$ cat config.mk
export PLATFORM = sky130hd
export DESIGN_NAME = pool_mif_top
export DESIGN_NICKNAME = d
export VERILOG_FILES = /design/src/source/mif_regs_pkg.sv /design/src/source/mif_types_pkg.sv /design/src/source/mif_cfg_if.sv /design/src/source/mif_addr_gen.sv /design/src/source/mif_apb_regs.sv /design/src/source/mif_fmap_fifo.sv /design/src/source/pool_mif_top.sv
export SDC_FILE = /design/constraint.sdc
export NUM_CORES = 2
export LEC_CHECK = 0
export BUFFER_PORTS_ARGS = -buffer_cell sky130_fd_sc_hd__buf_2
export CAP_MARGIN = 5
export CELL_PAD_IN_SITES_DETAIL_PLACEMENT = 0
export CELL_PAD_IN_SITES_GLOBAL_PLACEMENT = 2
export CORE_AREA = 2 2 467 469
export DETAILED_ROUTE_END_ITERATION = 8
export DIE_AREA = 0 0 469 471
export GPL_ROUTABILITY_DRIVEN = 0
export HOLD_SLACK_MARGIN = 0.12
export MAX_ROUTING_LAYER = met4
export PLACE_DENSITY_LB_ADDON = 0.1
export SLEW_MARGIN = 15
export SYNTH_ARGS = -nofsm -noshare
export SYNTH_HDL_FRONTEND = slang
export SYNTH_SLANG_ARGS = --single-unit
$ cat constraint.sdc
create_clock -name clk -period 4.11 [get_ports clk]
set_input_delay 0.2055 -clock clk [delete_from_list [all_inputs] [get_ports clk]]
set_output_delay 0.2055 -clock clk [all_outputs]
set_load 0.02 [all_outputs]
$ cat src/source/mif_regs_pkg.sv
/*
 * APB register map and controller states of the feature-map memory interface.
 * Offsets are byte addresses on an 8-bit APB address bus, all registers 32 bits wide.
 */

package mif_regs_pkg;

    // ======================================================================
    // Register map
    // ======================================================================

    typedef logic [7:0] apb_addr_t;

    localparam apb_addr_t REG_CTRL   = 8'h00;
    localparam apb_addr_t REG_STATUS = 8'h04;
    localparam apb_addr_t REG_BASE   = 8'h08;
    localparam apb_addr_t REG_COUNT  = 8'h0C;
    localparam apb_addr_t REG_STRIDE = 8'h10;

    // CTRL is write-only, reads as zero
    localparam int CTRL_START_BIT  = 0;

    // STATUS is read-only
    localparam int STATUS_BUSY_BIT = 0;
    localparam int STATUS_DONE_BIT = 1;

    // ======================================================================
    // Controller states
    // ======================================================================

    typedef enum logic [1:0] {
        IDLE  = 2'd0,
        ISSUE = 2'd1,
        DRAIN = 2'd2
    } mif_state_e;

endpackage

$ cat src/source/mif_types_pkg.sv
/*
 * Data-path types of the feature-map memory interface.
 * Widths are fixed by the global buffer and pooling unit and are not module parameters.
 * Global-buffer addresses count words, not bytes.
 */

package mif_types_pkg;

    // ======================================================================
    // Widths
    // ======================================================================

    // Word address into the global buffer
    localparam int GLB_ADDR_W = 16;

    // One feature-map word as seen by the pooling unit
    localparam int FMAP_W     = 32;

    // Job word count and address stride
    localparam int WORD_CNT_W = 16;

    // ======================================================================
    // Types
    // ======================================================================

    typedef logic [GLB_ADDR_W-1:0] glb_addr_t;
    typedef logic [FMAP_W-1:0]     fmap_t;
    // Also used for the stride, same width as an address
    typedef logic [WORD_CNT_W-1:0] word_cnt_t;

endpackage

$ cat src/source/mif_cfg_if.sv
/*
 * Job configuration between the register block and the address controller.
 * start is a single-cycle pulse; base, count and stride are only sampled on it.
 */

`timescale 1ns/1ps

interface mif_cfg_if;

    import mif_types_pkg::*;

    // Job setup, held by the register block
    glb_addr_t base;
    word_cnt_t count;
    word_cnt_t stride;

    // One-cycle request to begin a job
    logic      start;

    // Job status from the controller
    logic      busy;
    logic      done;

    // Register side
    modport regs (
        output base,
        output count,
        output stride,
        output start,
        input  busy,
        input  done
    );

    // Controller side
    modport ctrl (
        input  base,
        input  count,
        input  stride,
        input  start,
        output busy,
        output done
    );

endinterface

$ cat src/source/mif_addr_gen.sv
/*
 * Job controller. Issues count strided word addresses to the global buffer
 * and ends the job when the last word has left toward the pooling unit.
 * Addresses wrap at 16 bits. Returned data must arrive in address order.
 */

`timescale 1ns/1ps

module mif_addr_gen (
    input  logic                    clk,
    input  logic                    rst_n,
    mif_cfg_if.ctrl                 cfg,
    output logic                    glb_addr_valid,
    output mif_types_pkg::glb_addr_t glb_addr,
    input  logic                    glb_addr_ready,
    input  logic                    pool_pop
);

    import mif_regs_pkg::*;
    import mif_types_pkg::*;

    // ======================================================================
    // Declarations
    // ======================================================================

    mif_state_e state_q;
    mif_state_e state_d;

    // Job parameters latched at start
    glb_addr_t  addr_q;
    word_cnt_t  stride_q;
    word_cnt_t  count_q;

    // Progress counters
    word_cnt_t  issued_q;
    word_cnt_t  popped_q;

    logic       done_q;

    logic       addr_xfer;
    logic       last_issue;
    logic       last_pop;

    // Handshake and end-of-job conditions
    assign addr_xfer  = glb_addr_valid && glb_addr_ready;
    assign last_issue = addr_xfer && (issued_q == count_q - 16'd1);
    assign last_pop   = pool_pop && (popped_q == count_q - 16'd1);

    // ======================================================================
    // FSM
    // ======================================================================

    always_comb begin
        state_d = state_q;
        case (state_q)
            IDLE:    if (cfg.start) state_d = ISSUE;
            // All addresses out, wait for the data
            ISSUE:   if (last_issue) state_d = DRAIN;
            DRAIN:   if (last_pop) state_d = IDLE;
            default: state_d = IDLE;
        endcase
    end

    always_ff @(posedge clk or negedge rst_n) begin
        if (!rst_n) begin
            state_q <= IDLE;
        end else begin
            state_q <= state_d;
        end
    end

    // ======================================================================
    // Address and progress tracking
    // ======================================================================

    always_ff @(posedge clk or negedge rst_n) begin
        if (!rst_n) begin
            addr_q   <= '0;
            stride_q <= '0;
            count_q  <= '0;
            issued_q <= '0;
            popped_q <= '0;
            done_q   <= 1'b0;
        end else begin
            if (state_q == IDLE && cfg.start) begin
                addr_q   <= cfg.base;
                stride_q <= cfg.stride;
                count_q  <= cfg.count;
                issued_q <= '0;
                popped_q <= '0;
                done_q   <= 1'b0;
            end else begin
                // Next address, wraps naturally at 16 bits
                if (addr_xfer) begin
                    addr_q   <= addr_q + stride_q;
                    issued_q <= issued_q + 16'd1;
                end
                if (pool_pop && state_q != IDLE) begin
                    popped_q <= popped_q + 16'd1;
                end
                if (state_q == DRAIN && last_pop) done_q <= 1'b1;
            end
        end
    end

    // Address held stable until accepted
    assign glb_addr_valid = (state_q == ISSUE);
    assign glb_addr       = addr_q;

    // Status
    assign cfg.busy = (state_q != IDLE);
    assign cfg.done = done_q;

endmodule

$ cat src/source/mif_apb_regs.sv
/*
 * APB slave for job setup. No wait states and no error responses.
 * Writes to STATUS or unmapped offsets are dropped, unmapped reads return zero.
 * A start with zero count or while a job runs is dropped.
 */

`timescale 1ns/1ps

module mif_apb_regs (
    input  logic                  clk,
    input  logic                  rst_n,
    input  logic                  psel,
    input  logic                  penable,
    input  logic                  pwrite,
    input  mif_regs_pkg::apb_addr_t paddr,
    input  logic [31:0]           pwdata,
    output logic [31:0]           prdata,
    output logic                  pready,
    mif_cfg_if.regs               cfg
);

    import mif_regs_pkg::*;
    import mif_types_pkg::*;

    // ======================================================================
    // Declarations
    // ======================================================================

    glb_addr_t base_q;
    word_cnt_t count_q;
    word_cnt_t stride_q;
    logic      start_q;

    logic      wr_en;
    logic      start_req;

    // Always ready, single access phase
    assign pready = 1'b1;

    // Write lands on the edge closing the access phase
    assign wr_en = psel && penable && pwrite;

    // Start request, qualified against a running job and an empty job
    assign start_req = wr_en && (paddr == REG_CTRL) && pwdata[CTRL_START_BIT]
                       && !cfg.busy && !start_q && (count_q != '0);

    // ======================================================================
    // Register writes
    // ======================================================================

    always_ff @(posedge clk or negedge rst_n) begin
        if (!rst_n) begin
            base_q   <= '0;
            count_q  <= '0;
            stride_q <= '0;
            start_q  <= 1'b0;
        end else begin
            // Pulse shows up the cycle after the CTRL write
            start_q <= start_req;
            if (wr_en) begin
                case (paddr)
                    REG_BASE:   base_q   <= pwdata[GLB_ADDR_W-1:0];
                    REG_COUNT:  count_q  <= pwdata[WORD_CNT_W-1:0];
                    REG_STRIDE: stride_q <= pwdata[WORD_CNT_W-1:0];
                    // CTRL handled by start_req, STATUS read-only
                    default: ;
                endcase
            end
        end
    end

    // ======================================================================
    // Read mux
    // ======================================================================

    // Valid through the access phase, upper bits zero
    always_comb begin
        prdata = '0;
        case (paddr)
            REG_STATUS: begin
                prdata[STATUS_BUSY_BIT] = cfg.busy;
                prdata[STATUS_DONE_BIT] = cfg.done;
            end
            REG_BASE:   prdata[GLB_ADDR_W-1:0] = base_q;
            REG_COUNT:  prdata[WORD_CNT_W-1:0] = count_q;
            REG_STRIDE: prdata[WORD_CNT_W-1:0] = stride_q;
            // CTRL and unmapped offsets read zero
            default:    prdata = '0;
        endcase
    end

    // To the controller
    assign cfg.base   = base_q;
    assign cfg.count  = count_q;
    assign cfg.stride = stride_q;
    assign cfg.start  = start_q;

endmodule

$ cat src/source/mif_fmap_fifo.sv
/*
 * Synchronous FIFO for feature words, depth 2**FIFO_ADDR_WIDTH.
 * Output word is read combinationally from the head entry.
 * Push while full and pop while empty are dropped.
 */

`timescale 1ns/1ps

module mif_fmap_fifo #(
    parameter int FIFO_ADDR_WIDTH = 6
) (
    input  logic                 clk,
    input  logic                 rst_n,
    input  logic                 push,
    input  mif_types_pkg::fmap_t data_in,
    output logic                 full,
    input  logic                 pop,
    output mif_types_pkg::fmap_t data_out,
    output logic                 empty
);

    import mif_types_pkg::*;

    localparam int DEPTH = 1 << FIFO_ADDR_WIDTH;

    // ======================================================================
    // Storage and pointers
    // ======================================================================

    fmap_t                    mem [DEPTH];

    logic [FIFO_ADDR_WIDTH-1:0] wr_ptr;
    logic [FIFO_ADDR_WIDTH-1:0] rd_ptr;
    // One extra bit to tell full from empty
    logic [FIFO_ADDR_WIDTH:0]   fill;

    logic do_push;
    logic do_pop;

    assign do_push = push && !full;
    assign do_pop  = pop && !empty;

    // Payload only, no reset
    always_ff @(posedge clk) begin
        if (do_push) mem[wr_ptr] <= data_in;
    end

    always_ff @(posedge clk or negedge rst_n) begin
        if (!rst_n) begin
            wr_ptr <= '0;
            rd_ptr <= '0;
            fill   <= '0;
        end else begin
            // Pointers wrap at the depth
            if (do_push) wr_ptr <= wr_ptr + 1'b1;
            if (do_pop)  rd_ptr <= rd_ptr + 1'b1;
            // Simultaneous push and pop keeps the level
            case ({do_push, do_pop})
                2'b10:   fill <= fill + 1'b1;
                2'b01:   fill <= fill - 1'b1;
                default: fill <= fill;
            endcase
        end
    end

    // ======================================================================
    // Status and head word
    // ======================================================================

    assign full     = (fill == DEPTH[FIFO_ADDR_WIDTH:0]);
    assign empty    = (fill == '0);
    assign data_out = mem[rd_ptr];

endmodule

$ cat src/source/pool_mif_top.sv
/*
 * Feature-map memory interface top. APB setup, global-buffer read channels
 * and a valid/ready stream to the pooling unit. One job at a time.
 * The global buffer must return data in the order the addresses were accepted.
 */

`timescale 1ns/1ps

module pool_mif_top #(
    parameter int FIFO_ADDR_WIDTH = 6
) (
    input  logic                     clk,
    input  logic                     rst_n,

    // APB configuration port
    input  logic                     psel,
    input  logic                     penable,
    input  logic                     pwrite,
    input  mif_regs_pkg::apb_addr_t  paddr,
    input  logic [31:0]              pwdata,
    output logic [31:0]              prdata,
    output logic                     pready,

    // Global-buffer address channel
    output logic                     glb_addr_valid,
    output mif_types_pkg::glb_addr_t glb_addr,
    input  logic                     glb_addr_ready,

    // Global-buffer data channel
    input  logic                     glb_fm_valid,
    input  mif_types_pkg::fmap_t     glb_fm,
    output logic                     glb_fm_ready,

    // Pooling unit stream
    output logic                     pool_fm_valid,
    output mif_types_pkg::fmap_t     pool_fm,
    input  logic                     pool_fm_ready
);

    // ======================================================================
    // Glue
    // ======================================================================

    logic fifo_push;
    logic fifo_pop;
    logic fifo_full;
    logic fifo_empty;

    mif_cfg_if cfg_if ();

    // Accept returned words while there is room
    assign glb_fm_ready  = !fifo_full;
    assign fifo_push     = glb_fm_valid && !fifo_full;

    // Head word goes out as soon as it exists
    assign pool_fm_valid = !fifo_empty;
    // Also counts delivered words in the controller
    assign fifo_pop      = pool_fm_valid && pool_fm_ready;

    // ======================================================================
    // Blocks
    // ======================================================================

    mif_apb_regs u_apb_regs (
        .clk     (clk),
        .rst_n   (rst_n),
        .psel    (psel),
        .penable (penable),
        .pwrite  (pwrite),
        .paddr   (paddr),
        .pwdata  (pwdata),
        .prdata  (prdata),
        .pready  (pready),
        .cfg     (cfg_if.regs)
    );

    mif_addr_gen u_addr_gen (
        .clk            (clk),
        .rst_n          (rst_n),
        .cfg            (cfg_if.ctrl),
        .glb_addr_valid (glb_addr_valid),
        .glb_addr       (glb_addr),
        .glb_addr_ready (glb_addr_ready),
        .pool_pop       (fifo_pop)
    );

    mif_fmap_fifo #(
        .FIFO_ADDR_WIDTH (FIFO_ADDR_WIDTH)
    ) u_fmap_fifo (
        .clk      (clk),
        .rst_n    (rst_n),
        .push     (fifo_push),
        .data_in  (glb_fm),
        .full     (fifo_full),
        .pop      (fifo_pop),
        .data_out (pool_fm),
        .empty    (fifo_empty)
    );

endmodule
Word-level counts from Yosys, hierarchy flattened
Memories as Yosys holds them, arrays and structs flattened.
Cells that the tools add are included.

storage, ports and cells
  output and inout bits = 84
  memories kept = 1
  memory bits (writable) = 2048
  bits in registers = 151
  input bits = 80

memory list
  memory           depth  bits a word  read ports  clocked after memory_dff  write ports  line                 text
  u_fmap_fifo.mem  64     32           1           0                         1            mif_fmap_fifo.sv:30  fmap_t mem [DEPTH];

cells by class
  muxes and demuxes = 17
  $add $sub $neg = 8
  eq/ne operators = 14
  reductions and logical operators = 34

operators with widths
  operator                                                               number
  16-bit two-way mux                                                     6
  14-bit case mux with 3 select lines                                    1
  16-bit by 1-bit adder with 16-bit output (second input constant)       2
  16-bit == test                                                         2
  1-bit logical AND                                                      17
  16-bit adder                                                           1
  8-bit by 4-bit == test with 1-bit output (second input constant)       2
  16-bit nonzero test                                                    1
  16-bit by 1-bit subtractor with 16-bit output (second input constant)  1
  7-bit case mux with 2 select lines                                     1
  6-bit by 1-bit adder with 6-bit output (second input constant)         2
  2-bit nonzero test                                                     5
  8-bit by 3-bit == test with 1-bit output (second input constant)       1
  8-bit by 5-bit == test with 1-bit output (second input constant)       1
  8-bit logical NOT                                                      1
  2-bit case mux with 4 select lines                                     1
  7-bit by 1-bit adder with 7-bit output (second input constant)         1
  7-bit == test (second input constant)                                  1
  7-bit logical NOT                                                      1
  7-bit by 1-bit subtractor with 7-bit output (second input constant)    1
  2-bit two-way mux                                                      3
  2-bit case mux with 3 select lines                                     1
  2-bit AND reduction                                                    3
  2-bit by 1-bit == test with 1-bit output (second input constant)       2
  7 further kinds                                                        15

Depth between registers and ports, before layout
  depth after elaboration = 7
  gate-level depth with buffers = 17

By module
Synthesis repeated with hierarchy kept, for this count alone.

second synthesis, totals
  cells, all modules = 4275
  area total of the unflattened synthesis = 86818.3 um2

modules (own cells, without submodules)
  module         instances  cells each  area an instance (um2)
  mif_fmap_fifo  1          3519        79392.4
  mif_addr_gen   1          556         4956.0
  mif_apb_regs   1          196         2449.8
  pool_mif_top   1          4           20.0

Least setup slack after synthesis
Ideal clock, no wire load.

  path kind = reg-to-reg
  start = reg u_fmap_fifo.fill[0]
  end = mem u_fmap_fifo.mem[59][0] in the netlist's numbering, enable pin
  arrival time = 3.068 ns
  setup slack = 0.620 ns
  stages on the path, launching flop included = 10
  path buffers = 1
  setup time = 0.421 ns
  cells stage by stage = dfrtp_1 -> or4_1 -> nor3_1 -> nand2_1 -> and2_1 -> clkbuf_1 -> inv_1 -> nor2_1 -> nand3_1 -> nor2_1

between the ends
  cells in the longest elaborated chain, start to end = 6

ends and longest elaborated chain
  item                                         line                 text
  from (decl)                                  mif_fmap_fifo.sv:35  logic [FIFO_ADDR_WIDTH:0] fill;
  from (signal assigned)                       mif_fmap_fifo.sv:59  2'b10: fill <= fill + 1'b1;
  from (signal assigned)                       mif_fmap_fifo.sv:60  2'b01: fill <= fill - 1'b1;
  from (signal assigned)                       mif_fmap_fifo.sv:61  default: fill <= fill;
  7-bit == test (*)                            mif_fmap_fifo.sv:70  assign full = (fill == DEPTH[FIFO_ADDR_WIDTH:0]);
  1-bit logical NOT (*)                        n/a
  named net glb_fm_ready                       pool_mif_top.sv:32   output logic glb_fm_ready,
  1-bit logical AND                            pool_mif_top.sv:53   assign fifo_push = glb_fm_valid && !fifo_full;
  1-bit logical AND (*)                        mif_fmap_fifo.sv:40  assign do_push = push && !full;
  1-bit two-way mux (*)                        mif_fmap_fifo.sv:45  if (do_push) mem[wr_ptr] <= data_in;
  1-bit two-way mux (not written as such) (*)  mif_fmap_fifo.sv:45
  to (decl)                                    mif_fmap_fifo.sv:30

The timed path passes the listed nets; every way through them passes the cells marked *.

Worst setup path after layout
  start = reg u_fmap_fifo.rd_ptr[0]
  end = out pool_fm[11]

between the ends
  cells in the longest elaborated chain, start to end = 1

ends and longest elaborated chain
  item                    line                 text
  from (decl)             mif_fmap_fifo.sv:33  logic [FIFO_ADDR_WIDTH-1:0] rd_ptr;
  from (signal assigned)  mif_fmap_fifo.sv:56  if (do_pop) rd_ptr <= rd_ptr + 1'b1;
  memory 64 x 32 bit      n/a
  to (decl)               pool_mif_top.sv:36   output mif_types_pkg::fmap_t pool_fm,

No other way between the ends.

==> results.toml <==
[clock_tree]
clockBufferDepth = 3
ctsHtreeMaxLevel = 4
cts_buffers = 231
cts_tree = "done"
path_clk_slew_ns = 0.06
clk_latency_ns = 0.88
clkSinkCount = 2199
root_buffer = "clkbuf_16"

[global_route]
grt_remaining_overflow = 0
grt_pass1_wl_um = 349000
grt_max_degree = 100
grt_pass1_vias = 43100
antenna_found_initial = 25
grt_usage_pct = 23.5

[power]
power.share.clock_pct = 30.0
p_int_uw = 46200
power_frac_seq_pct = 39.5
p_sw_uw = 19500
p_leak_uw = 0.0329
switching_share_pct = 29.7
p_comb_share_pct = 30.5
vdd_drop_max_mv = 0.526
power_density_nw_per_um2 = 650

[place]
placed_area_um2 = 92000
place_ws_ns = 0.507
hpwl_um = 141000
placement.io_buffers = 130

[floorplan]
rows = 171
die_area_um2 = 221000
start_util_pct = 39.8
dieWidth_um = 469
core_area_um2 = 216000
die_h_um = 471
ioPinCount = 164

[worst_setup_path]
cp.required_ns = 3.90
worst_path_largest_cell_delay_ns = 0.53
cp_max_fo = 8
regToRegEndpoint = "u_fmap_fifo.mem[16][22]"
worstRegToRegCells = 11
rr_startpoint = "u_fmap_fifo.fill[0]"
cp.arrival_ns = 3.84
crit_top_cell = "mux4_2"
end_kind = "output pin"
rrSetupSlack_ns = 0.56
crit_type = "flop to output pin"
path_cells = "buf_12, buf_16, buf_16, buf_8, mux4_2, mux4_2, mux4_2, buf_2"
crit_slowest_cell = "mux4_2"
critPathCapture = "pool_fm[11]"
critPathLaunch = "u_fmap_fifo.rd_ptr[0]"
startpoint_type = "flop"

[yosys]
synth_area_per_cell_um2 = 22.4
yosysMostFrequentCell = "edfxtp_1"
synthCells = 3829
synth_ff_type = "edfxtp_1"
yosys.cell_types.count = 64
synth_area_um2 = 85900
yosys_warnings = 0
synth_seq_cells = 2199
ys_seq_area_share_pct = 76.0
synth-edff-count = 2048
synth_commonest_cells = "edfxtp_1, mux4_2, nand2_1"
yosysTopAreaCell = "edfxtp_1"
synth_top_area_share_pct = 71.6
ys_top_cells_by_area = "edfxtp_1, mux4_2, dfrtp_1"
async_reset_ff_share_pct = 6.87

[sta]
hold_viol_final = 0
rsz0062_at_grt = "true"
setup_viol = 0
fin_tns_setup_ns = 0
post-route-min-period_ns = 4.04
slew_viol_final = 0
timing.final.ws_setup_ns = 0.0691
slew_headroom_pct = 23.5
max_slew.worst_pin.slew_ns = 1.14
hold_slack_ns = 0.200
clock-skew-final_ns = 0.0305
period_share_pct = 98.3
fmax_mhz = 247

[drt]
drt-wirelength-per-cell_um = 34.3
detail_route.iter0.violations = 4337
routed_wl_um = 253000
antenna_left = 0
drcViolationCount = 0
firstDrtPassIters = 7
via_count = 42100
via_per_inst = 5.72

[layout]
fin_util_pct = 46.8
syn_to_final_growth_pct = 17.7
drive_gt1_share_pct = 32.8
nNetsFinal = 4428
n_fill_cell = 18000
final_area_um2 = 101000

[outcome]
status = "completed"

[job]
cap_violations = 0

[hold_path]
hp-class = "primary input to flop"
-- layer usage --
metal | global-route usage, % | routed length, um | vias to the layer above
li1 | - | - | 17100
met1 | 33.9 | 113000 | 23500
met2 | 36.0 | 122000 | 1178
met3 | 3.12 | 12600 | 328
met4 | 5.32 | 5080 | 0
met5 | - | 0 | -
-- worst min path at each step --
stage               startpoint                         to  slack, ns  cells past startpoint
floorplan                rst_n        u_addr_gen.cfg.done      -0.09                      0
global placement         rst_n    u_addr_gen.popped_q[11]       0.22                      1
detailed placement       rst_n    u_addr_gen.popped_q[11]       0.22                      1
CTS                 pwdata[14]  u_apb_regs.cfg.stride[14]       0.12                      3
global route         pwdata[8]     u_apb_regs.cfg.base[8]       0.17                      3
finish              pwdata[11]  u_apb_regs.cfg.stride[11]       0.20                      3
-- sequential cells by signal (all words and copies together), names as in the netlist --
register / cells
u_fmap_fifo.wr_ptr: 6
u_addr_gen.count_q: 16
u_apb_regs.cfg.base: 16
u_addr_gen.state_q: 2
u_apb_regs.cfg.start: 1
u_fmap_fifo.mem: 2048
u_fmap_fifo.rd_ptr: 6
u_addr_gen.cfg.done: 1
u_addr_gen.stride_q: 16
u_fmap_fifo.fill: 7
u_addr_gen.popped_q: 16
u_addr_gen.glb_addr: 16
u_addr_gen.issued_q: 16
u_apb_regs.cfg.count: 16
u_apb_regs.cfg.stride: 16
-- what timing repair did --
item / 4_1_cts / 5_1_grt
hold buffers: 77 / 2
gates cloned: 10 / 7
resized for setup: 54 / 19
setup buffers: 24 / 11
endpoints found under the hold margin: 1938 / 128
setup endpoints to repair: 32 / 22
-- metrics by stage --
| stage | cells | total power [uW] |
|---|---|---|
| finish | 7369 | 65800 |
| CTS | 7341 | 66200 |
| detailed placement | 6809 | 45200 |
| global placement | 6808 | 45100 |
| global route | 7367 | 68100 |
| floorplan | 3844 | 37600 |
-- worst max-delay path, delay by kind of cell (launching register included) --
| family | cells | cell delay (ns) |
|---|---|---|
| buffers and inverters | 5 | 0.91 |
| flip-flops | 1 | 0.45 |
| multiplexers | 3 | 1.56 |
-- kinds of logic (layout without fill, tap and decap cells) --
kind of cell | count (synthesis) | count (layout) | synth area share [%]
compound gates | 137 | 137 | 0.992
xor+xnor | 85 | 85 | 0.867
fa+ha+maj | 28 | 28 | 0.425
buf+inv | 229 | 893 | 1.09
flops | 2199 | 2199 | 76.0
mux | 738 | 738 | 18.5
other cells | 2 | 24 | 0.00874
simple gates | 411 | 411 | 2.18
-- power groups by stage --
| stage | clock [uW] | sequential, uW | combinational (uW) |
|---|---|---|---|
| global placement | 0 | 26500 | 18600 |
| CTS | 20200 | 26000 | 20000 |
| floorplan | 0 | 26000 | 11600 |
| global route | 21000 | 26000 | 21100 |
| finish | 19800 | 26000 | 20000 |
| detailed placement | 0 | 26500 | 18700 |
-- layout make-up --
class | count | area, um^2 | share of cell area [%]
Sequential cell | 2199 | 65300 | 64.6
Inverter | 24 | 90.1 | 0.0891
Multi-Input combinational cell | 1416 | 20300 | 20.0
Clock inverter | 114 | 867 | 0.857
Tap cell | 2854 | 3570 | 3.53
Antenna cell | 7 | 17.5 | 0.0173
Timing Repair Buffer | 448 | 4830 | 4.77
Clock buffer | 307 | 6210 | 6.14
-- cell usage in the layout (no fill, tap or decap), types with 36 or more instances in the layout --
master,count
nand2_1,160
nor2_1,59
clkbuf_16,239
xor2_1,49
nor2_4,64
dlygate4sd3_1,78
mux4_2,672
dfrtp_1,145
edfxtp_1,2048
clkinv_1,54
clkbuf_1,64
buf_4,144
buf_12,58
o21ai_0,61
xnor2_1,36
mux2_2,50
clkinv_2,36
buf_2,107
Note: power is estimated with default switching activity, not from simulation.
